[config.mk]
export PLATFORM = sky130hd
export DESIGN_NAME = pr_region_wrapper
export DESIGN_NICKNAME = d
export VERILOG_FILES = /design/src/design/pr_region_pkg.sv /design/src/design/pr_handshake_ctrl.sv /design/src/design/persona_router.sv /design/src/design/arith_persona.sv /design/src/design/checksum_persona.sv /design/src/design/pr_region_wrapper.sv
export SDC_FILE = /design/constraint.sdc
export NUM_CORES = 2
export LEC_CHECK = 0
export BUFFER_PORTS_ARGS = -buffer_cell sky130_fd_sc_hd__buf_2
export CORE_MARGIN = 2
export CORE_UTILIZATION = 62
export DETAILED_ROUTE_END_ITERATION = 7
export GPL_TIMING_DRIVEN = 0
export PLACE_DENSITY = 0.82
export SLEW_MARGIN = 5
export SYNTH_ARGS = -nofsm -noshare
export SYNTH_HDL_FRONTEND = slang
export SYNTH_SLANG_ARGS = --single-unit
[constraint.sdc]
create_clock -name pr_region_clk -period 9 [get_ports pr_region_clk]
set_clock_uncertainty 0.2 [all_clocks]
set_input_delay 1.35 -clock pr_region_clk [delete_from_list [all_inputs] [get_ports pr_region_clk]]
set_output_delay 1.35 -clock pr_region_clk [all_outputs]
set_load 0.01 [all_outputs]
[src/design/pr_region_pkg.sv]
package pr_region_pkg;

   localparam int NUM_PERSONA = 2;
   localparam int DATA_W      = 32;
   localparam int ADDR_W      = 16;

   typedef logic [$clog2(NUM_PERSONA)-1:0] persona_sel_t;
   typedef logic [DATA_W-1:0]              data_t;
   typedef logic [ADDR_W-1:0]              addr_t;

   localparam persona_sel_t ARITH_SEL    = 1'b0;
   localparam persona_sel_t CHECKSUM_SEL = 1'b1;

   typedef enum logic [1:0] {
      OP_ADD = 2'd0,
      OP_SUB = 2'd1,
      OP_MUL = 2'd2,
      OP_XOR = 2'd3
   } opcode_t;

   // Arithmetic persona register map
   localparam addr_t REG_OPERAND_A  = 16'd0;
   localparam addr_t REG_OPERAND_B  = 16'd1;
   localparam addr_t REG_OPCODE     = 16'd2;
   localparam addr_t REG_RESULT     = 16'd3;

   // Checksum persona register map
   localparam addr_t REG_DATA_IN    = 16'd0;
   localparam addr_t REG_SUM        = 16'd1;
   localparam addr_t REG_COUNT      = 16'd2;

   localparam addr_t REG_PERSONA_ID = 16'd15;
   localparam data_t ARITH_ID       = 32'h00A1_0001;
   localparam data_t CHECKSUM_ID    = 32'h00C5_0002;

endpackage

[src/design/pr_handshake_ctrl.sv]
`timescale 1ns/10ps

module pr_handshake_ctrl (
   input  logic pr_region_clk,
   input  logic arst_n,
   input  logic start_req,
   input  logic stop_req,
   input  logic read_pending,
   output logic start_ack,
   output logic stop_ack,
   output logic freeze
);

   typedef enum logic {
      ST_FROZEN,
      ST_RUNNING
   } state_t;

   state_t state;

   always_ff @(posedge pr_region_clk or negedge arst_n) begin
      if (!arst_n) begin
         state     <= ST_FROZEN;
         start_ack <= 1'b0;
         stop_ack  <= 1'b0;
      end else begin
         case (state)
            ST_FROZEN: begin
               if (start_req) begin
                  state     <= ST_RUNNING;
                  start_ack <= 1'b1;
               end
            end
            ST_RUNNING: begin
               // A read accepted this cycle still owes its response
               if (stop_req && !read_pending) begin
                  state    <= ST_FROZEN;
                  stop_ack <= 1'b1;
               end
            end
            default: begin
               state <= ST_FROZEN;
            end
         endcase
         // Acks fall one cycle after their request drops
         if (!start_req) begin
            start_ack <= 1'b0;
         end
         if (!stop_req) begin
            stop_ack <= 1'b0;
         end
      end
   end

   assign freeze = (state == ST_FROZEN);

endmodule

[src/design/persona_router.sv]
`timescale 1ns/10ps

module persona_router
   import pr_region_pkg::*;
(
   input  persona_sel_t persona_sel,
   input  logic         pr_activate,
   input  logic         read,
   input  logic         write,
   input  logic         start_req,
   input  logic         stop_req,
   output logic         persona_read [NUM_PERSONA],
   output logic         persona_write [NUM_PERSONA],
   output logic         persona_start_req [NUM_PERSONA],
   output logic         persona_stop_req [NUM_PERSONA],
   input  logic         persona_waitrequest [NUM_PERSONA],
   input  logic         persona_readdatavalid [NUM_PERSONA],
   input  logic         persona_start_ack [NUM_PERSONA],
   input  logic         persona_stop_ack [NUM_PERSONA],
   input  logic         persona_freeze [NUM_PERSONA],
   input  data_t        persona_readdata [NUM_PERSONA],
   output logic         waitrequest,
   output data_t        readdata,
   output logic         readdatavalid,
   output logic         start_ack,
   output logic         stop_ack,
   output logic         freeze
);

   logic [NUM_PERSONA-1:0] owner;

   // No persona owns the region while it is being reconfigured
   always_comb begin
      for (int i = 0; i < NUM_PERSONA; i++) begin
         owner[i] = !pr_activate && (persona_sel == persona_sel_t'(i));
      end
   end

   always_comb begin
      for (int i = 0; i < NUM_PERSONA; i++) begin
         persona_read[i]      = read && owner[i];
         persona_write[i]     = write && owner[i];
         persona_start_req[i] = start_req && owner[i];
         persona_stop_req[i]  = stop_req && owner[i];
      end
   end

   // Safe idle values toward the host during pr_activate
   always_comb begin
      if (pr_activate) begin
         waitrequest   = 1'b1;
         readdata      = '0;
         readdatavalid = 1'b0;
         start_ack     = 1'b0;
         stop_ack      = 1'b0;
         freeze        = 1'b1;
      end else begin
         waitrequest   = persona_waitrequest[persona_sel];
         readdata      = persona_readdata[persona_sel];
         readdatavalid = persona_readdatavalid[persona_sel];
         start_ack     = persona_start_ack[persona_sel];
         stop_ack      = persona_stop_ack[persona_sel];
         freeze        = persona_freeze[persona_sel];
      end
   end

endmodule

[src/design/arith_persona.sv]
`timescale 1ns/10ps

module arith_persona
   import pr_region_pkg::*;
(
   input  logic  pr_region_clk,
   input  logic  arst_n,
   input  logic  read,
   input  logic  write,
   input  addr_t address,
   input  data_t writedata,
   input  logic  start_req,
   input  logic  stop_req,
   output logic  waitrequest,
   output data_t readdata,
   output logic  readdatavalid,
   output logic  start_ack,
   output logic  stop_ack,
   output logic  freeze
);

   logic    rd_accept;
   logic    wr_accept;
   data_t   operand_a;
   data_t   operand_b;
   opcode_t opcode;
   data_t   result;
   data_t   rd_mux;

   pr_handshake_ctrl u_handshake (
      .pr_region_clk (pr_region_clk),
      .arst_n        (arst_n),
      .start_req     (start_req),
      .stop_req      (stop_req),
      .read_pending  (rd_accept),
      .start_ack     (start_ack),
      .stop_ack      (stop_ack),
      .freeze        (freeze)
   );

   // Requests are held off for as long as the persona is frozen
   assign waitrequest = freeze;
   assign rd_accept   = read && !waitrequest;
   assign wr_accept   = write && !waitrequest;

   always_ff @(posedge pr_region_clk) begin
      if (wr_accept && address == REG_OPERAND_A) begin
         operand_a <= writedata;
      end
      if (wr_accept && address == REG_OPERAND_B) begin
         operand_b <= writedata;
      end
   end

   always_ff @(posedge pr_region_clk or negedge arst_n) begin
      if (!arst_n) begin
         opcode <= OP_ADD;
      end else if (wr_accept && address == REG_OPCODE) begin
         opcode <= opcode_t'(writedata[1:0]);
      end
   end

   // MUL keeps the low word of the product
   always_comb begin
      case (opcode)
         OP_ADD:  result = operand_a + operand_b;
         OP_SUB:  result = operand_a - operand_b;
         OP_MUL:  result = operand_a * operand_b;
         OP_XOR:  result = operand_a ^ operand_b;
         default: result = '0;
      endcase
   end

   always_comb begin
      case (address)
         REG_OPERAND_A:  rd_mux = operand_a;
         REG_OPERAND_B:  rd_mux = operand_b;
         REG_OPCODE:     rd_mux = data_t'(opcode);
         REG_RESULT:     rd_mux = result;
         REG_PERSONA_ID: rd_mux = ARITH_ID;
         default:        rd_mux = '0;
      endcase
   end

   always_ff @(posedge pr_region_clk or negedge arst_n) begin
      if (!arst_n) begin
         readdatavalid <= 1'b0;
         readdata      <= '0;
      end else begin
         readdatavalid <= rd_accept;
         readdata      <= rd_accept ? rd_mux : '0;
      end
   end

endmodule

[src/design/checksum_persona.sv]
`timescale 1ns/10ps

module checksum_persona
   import pr_region_pkg::*;
(
   input  logic  pr_region_clk,
   input  logic  arst_n,
   input  logic  read,
   input  logic  write,
   input  addr_t address,
   input  data_t writedata,
   input  logic  start_req,
   input  logic  stop_req,
   output logic  waitrequest,
   output data_t readdata,
   output logic  readdatavalid,
   output logic  start_ack,
   output logic  stop_ack,
   output logic  freeze
);

   logic  rd_accept;
   logic  wr_accept;
   data_t sum;
   data_t count;
   data_t rd_mux;

   pr_handshake_ctrl u_handshake (
      .pr_region_clk (pr_region_clk),
      .arst_n        (arst_n),
      .start_req     (start_req),
      .stop_req      (stop_req),
      .read_pending  (rd_accept),
      .start_ack     (start_ack),
      .stop_ack      (stop_ack),
      .freeze        (freeze)
   );

   assign waitrequest = freeze;
   assign rd_accept   = read && !waitrequest;
   assign wr_accept   = write && !waitrequest;

   // Sum wraps at 32 bits and a write to REG_SUM clears it with the count
   always_ff @(posedge pr_region_clk or negedge arst_n) begin
      if (!arst_n) begin
         sum   <= '0;
         count <= '0;
      end else if (wr_accept && address == REG_DATA_IN) begin
         sum   <= sum + writedata;
         count <= count + data_t'(1);
      end else if (wr_accept && address == REG_SUM) begin
         sum   <= '0;
         count <= '0;
      end
   end

   // REG_DATA_IN reads back as zero
   always_comb begin
      case (address)
         REG_SUM:        rd_mux = sum;
         REG_COUNT:      rd_mux = count;
         REG_PERSONA_ID: rd_mux = CHECKSUM_ID;
         default:        rd_mux = '0;
      endcase
   end

   always_ff @(posedge pr_region_clk or negedge arst_n) begin
      if (!arst_n) begin
         readdatavalid <= 1'b0;
         readdata      <= '0;
      end else begin
         readdatavalid <= rd_accept;
         readdata      <= rd_accept ? rd_mux : '0;
      end
   end

endmodule

[src/design/pr_region_wrapper.sv]
`timescale 1ns/10ps

module pr_region_wrapper
   import pr_region_pkg::*;
(
   input  logic         pr_region_clk,
   input  logic         arst_n,
   input  persona_sel_t persona_sel,
   input  logic         pr_activate,
   input  logic         read,
   input  logic         write,
   input  addr_t        address,
   input  data_t        writedata,
   output logic         waitrequest,
   output data_t        readdata,
   output logic         readdatavalid,
   input  logic         start_req,
   input  logic         stop_req,
   output logic         start_ack,
   output logic         stop_ack,
   output logic         freeze
);

   logic  persona_read [NUM_PERSONA];
   logic  persona_write [NUM_PERSONA];
   logic  persona_start_req [NUM_PERSONA];
   logic  persona_stop_req [NUM_PERSONA];
   logic  persona_waitrequest [NUM_PERSONA];
   logic  persona_readdatavalid [NUM_PERSONA];
   logic  persona_start_ack [NUM_PERSONA];
   logic  persona_stop_ack [NUM_PERSONA];
   logic  persona_freeze [NUM_PERSONA];
   data_t persona_readdata [NUM_PERSONA];

   persona_router u_router (
      .persona_sel           (persona_sel),
      .pr_activate           (pr_activate),
      .read                  (read),
      .write                 (write),
      .start_req             (start_req),
      .stop_req              (stop_req),
      .persona_read          (persona_read),
      .persona_write         (persona_write),
      .persona_start_req     (persona_start_req),
      .persona_stop_req      (persona_stop_req),
      .persona_waitrequest   (persona_waitrequest),
      .persona_readdatavalid (persona_readdatavalid),
      .persona_start_ack     (persona_start_ack),
      .persona_stop_ack      (persona_stop_ack),
      .persona_freeze        (persona_freeze),
      .persona_readdata      (persona_readdata),
      .waitrequest           (waitrequest),
      .readdata              (readdata),
      .readdatavalid         (readdatavalid),
      .start_ack             (start_ack),
      .stop_ack              (stop_ack),
      .freeze                (freeze)
   );

   arith_persona u_arith_persona (
      .pr_region_clk (pr_region_clk),
      .arst_n        (arst_n),
      .read          (persona_read[ARITH_SEL]),
      .write         (persona_write[ARITH_SEL]),
      .address       (address),
      .writedata     (writedata),
      .start_req     (persona_start_req[ARITH_SEL]),
      .stop_req      (persona_stop_req[ARITH_SEL]),
      .waitrequest   (persona_waitrequest[ARITH_SEL]),
      .readdata      (persona_readdata[ARITH_SEL]),
      .readdatavalid (persona_readdatavalid[ARITH_SEL]),
      .start_ack     (persona_start_ack[ARITH_SEL]),
      .stop_ack      (persona_stop_ack[ARITH_SEL]),
      .freeze        (persona_freeze[ARITH_SEL])
   );

   checksum_persona u_checksum_persona (
      .pr_region_clk (pr_region_clk),
      .arst_n        (arst_n),
      .read          (persona_read[CHECKSUM_SEL]),
      .write         (persona_write[CHECKSUM_SEL]),
      .address       (address),
      .writedata     (writedata),
      .start_req     (persona_start_req[CHECKSUM_SEL]),
      .stop_req      (persona_stop_req[CHECKSUM_SEL]),
      .waitrequest   (persona_waitrequest[CHECKSUM_SEL]),
      .readdata      (persona_readdata[CHECKSUM_SEL]),
      .readdatavalid (persona_readdatavalid[CHECKSUM_SEL]),
      .start_ack     (persona_start_ack[CHECKSUM_SEL]),
      .stop_ack      (persona_stop_ack[CHECKSUM_SEL]),
      .freeze        (persona_freeze[CHECKSUM_SEL])
   );

endmodule

==> out/metrics.cfg <==
[yosys]
ys_async_sr_fraction=0.683
synth-edff-count=64
synthesis.instances=3133
ys_seq_area_frac=0.187
synth_fp_nets=3802
yosys-top-cells-area=fa_1, dfrtp_1, ha_1, edfxtp_1, and2_1
synth_seq_cells=202
avgSynthCellArea_um2=9.15
syn_area_um2=28700
synthDistinctLibCells=72
yosys_most_used_dff=dfrtp_1
yosysTopAreaCell=fa_1
synth_top_area_share=0.286
yosys_warnings=0

[critical_path]
crit_path_start_kind=flop
crit_type=flop to flop
crit_path_end_kind=flop
crit_start=u_arith_persona.operand_a[1]
crit_path_max_fanout=10
r2r_start=u_arith_persona.operand_a[1]
cp.required_ps=9160
cp.arrival_ps=9070

[cts]
clock_latency_ps=510
postCtsSetupBuffers=0
cts_tree=built
numCtsBuffers=19
cts_buffer_depth=3
cts-root-buf=clkbuf_16
clkSinkCount=202
cts_max_level=1
clk_pin_slew_ps=70

[grt]
globalRouteMet2Util=0.667
grt_start_max_net_pins=90
busiest_layer=met2
grt_pass1_vias=24900
grt_pass1_wl_um=143000
grt.total_usage=0.401
antenna_found_initial=1
use_met1=0.493
grt-ovfl-total=0
use_met3=0.0667

[timing]
worst_pin_slew_ps=1060
tns_ps=0
finalCritPeriodShare=0.990
setup_viol_count_final=0
slew_viol_final=0
period_minus_slack_ps=8910
grt_setup_unrepaired=no
max_freq_mhz=112
fin_ws_ps=90.9
maxSlewHeadroom=0.295
hold_viol_final=0

[pwr]
power_frac_seq=0.515
swShare=0.235
comb_power_share=0.058
switchingPower_mw=0.435
vdd_ir_drop_max_v=0.000118
internal_power_mw=1.41
power.density_nw_per_um2=60.4
p_leak_nw=14.4
power_frac_clock=0.426

[floorplan]
ios=93
initial_core_util=0.630
core_area_um2=45500
fp.dieW_um=219
fp-row-count=78
dieArea_um2=48000
die_h_um=219

[placed_design]
port_buffers=91
place_hpwl_um=76300
place_congestion=1.04
dpl_worst_slack_ps=94.0

[cells_and_area]
area_growth_syn_to_layout_pct=6.73
drive_gt1_frac=0.0533
num-nets-final=3919

[routing]
postRouteAntennaNets=0
first_pass_iters=6
wirelength_um=93300
vias_per_cell=6.12
drtIter0Drc=2201
drc=0
via_count=23600
wire_per_inst_um=24.2

[min_path]
hp-class=flop to flop
min_from=u_checksum_persona.sum[12]

[flow_run]
drv_cap=0

[run_status]
run_status=finished clean

-- routing by layer --
layer	vias to the layer above	part of all wire
met3	324	0.085
met4	0	0.072
met2	1233	0.47
met1	11800	0.37
li1	10300	-
met5	-	0
-- synthesized netlist by cell type, drive strengths merged (11+ instances only) --
| cell type | count |
|---|---|
| a22oi | 29 |
| nor2b | 11 |
| o211ai | 20 |
| and2 | 303 |
| nand4 | 16 |
| dfrtp | 138 |
| a21oi | 103 |
| ha | 203 |
| clkbuf | 176 |
| o21bai | 13 |
| a21o | 35 |
| mux2i | 65 |
| a31oi | 13 |
| xor2 | 71 |
| mux2 | 12 |
| and3 | 26 |
| fa | 410 |
| o31ai | 14 |
| nor2 | 157 |
| nand3 | 30 |
| edfxtp | 64 |
| xnor2 | 118 |
| a221oi | 11 |
| nand2 | 352 |
| nand2b | 11 |
| nor3 | 28 |
| o22ai | 19 |
| inv | 424 |
| o21a | 22 |
| o21ai | 131 |
-- through the flow --
stage               std cells  instance area (µm²)   util  hold WS (ps)  power (mW)
floorplan                3133                28700      -           259        1.02
global placement         3824                29900  0.657           281        1.07
detailed placement       3829                30000  0.659           298        1.08
CTS                      3863                30600  0.672           314        1.85
global route             3863                30600  0.673           340        1.90
finish                   3865                30600  0.673           312        1.85
-- flip-flops by register name, indices dropped and copies added, names as in the netlist --
register                                  count
u_checksum_persona.sum                       32
u_checksum_persona.readdata                  32
u_arith_persona.opcode                        2
u_arith_persona.operand_a                    32
u_arith_persona.u_handshake.start_ack         1
u_arith_persona.readdatavalid                 1
u_checksum_persona.readdatavalid              1
u_arith_persona.u_handshake.state             1
u_arith_persona.u_handshake.stop_ack          1
u_checksum_persona.u_handshake.stop_ack       1
u_checksum_persona.count                     32
u_arith_persona.readdata                     32
u_checksum_persona.u_handshake.state          1
u_checksum_persona.u_handshake.start_ack      1
u_arith_persona.operand_b                    32
-- logic make-up after synthesis --
group | after synthesis | share of synthesized area
simple gates | 971 | 0.167
fa+ha+maj | 613 | 0.375
buf+inv | 605 | 0.0793
compound gates | 476 | 0.106
flops | 202 | 0.187
xor+xnor | 189 | 0.0577
mux | 77 | 0.0274
-- critical path, cell delays in order (launching register included) --
cell	delay (ps)
edfxtp_1	660
clkbuf_1	550
clkbuf_1	740
nand2_1	170
fa_1	550
inv_1	50
fa_1	370
fa_1	510
inv_1	50
fa_1	480
inv_1	50
ha_1	270
ha_1	290
fa_1	410
fa_1	510
ha_1	380
and3_1	190
and3_1	210
and3_1	190
a21oi_1	250
a21boi_0	210
o311ai_0	810
o21ai_0	210
a221oi_1	450
-- placed cells by master, fill, tap and decap left out, types with 14 or more instances in the layout --
cell,n
o21a_1,22
edfxtp_1,64
xor2_1,71
o211ai_1,20
ha_1,203
clkbuf_16,19
clkbuf_1,164
mux2i_1,65
a22oi_1,29
xnor2_1,118
a21o_1,35
a21oi_1,103
nor3_1,26
nor2_1,156
and2_1,303
clkbuf_2,16
nand4_1,16
fa_1,410
inv_1,424
nand2_1,352
and3_1,26
buf_2,90
dfrtp_1,138
o21ai_0,130
o22ai_1,19
nand3_1,30
o31ai_1,14
-- area by class of cell --
class	instances	area (µm²)
clock buffers	23	490
repair buffers	96	543
fillers	3660	14900
flip-flops and latches	202	5380
diodes	2	5.00
inverters	424	1590
well taps	600	751
clock inverters	11	106
multi-input cells	2326	21000
plain buffers	181	703
-- what timing repair did --
item | CTS | global route
setup endpoints to repair | 0 | 8
resized for setup | 0 | 40
hold buffers | 0 | 0
-- worst paths after layout --
check,slack (ps),cells after the start,endpoint
max,90,23,u_arith_persona.readdata[20]
min reg2reg,310,2,u_checksum_persona.sum[12]
max reg2reg,90,23,u_arith_persona.readdata[20]
min,310,2,u_checksum_persona.sum[12]
min in group asynchronous,610,1,u_checksum_persona.count[22]
max in group asynchronous,7190,2,u_checksum_persona.sum[9]
-- power by group through the flow --
stage | clock, mW | combinational, mW | sequential [mW]
global placement | 0 | 0.101 | 0.971
detailed placement | 0 | 0.106 | 0.971
finish | 0.788 | 0.108 | 0.952
global route | 0.829 | 0.117 | 0.952
CTS | 0.792 | 0.107 | 0.952
floorplan | 0 | 0.0525 | 0.971
Note: power is estimated with default switching activity, not from simulation.
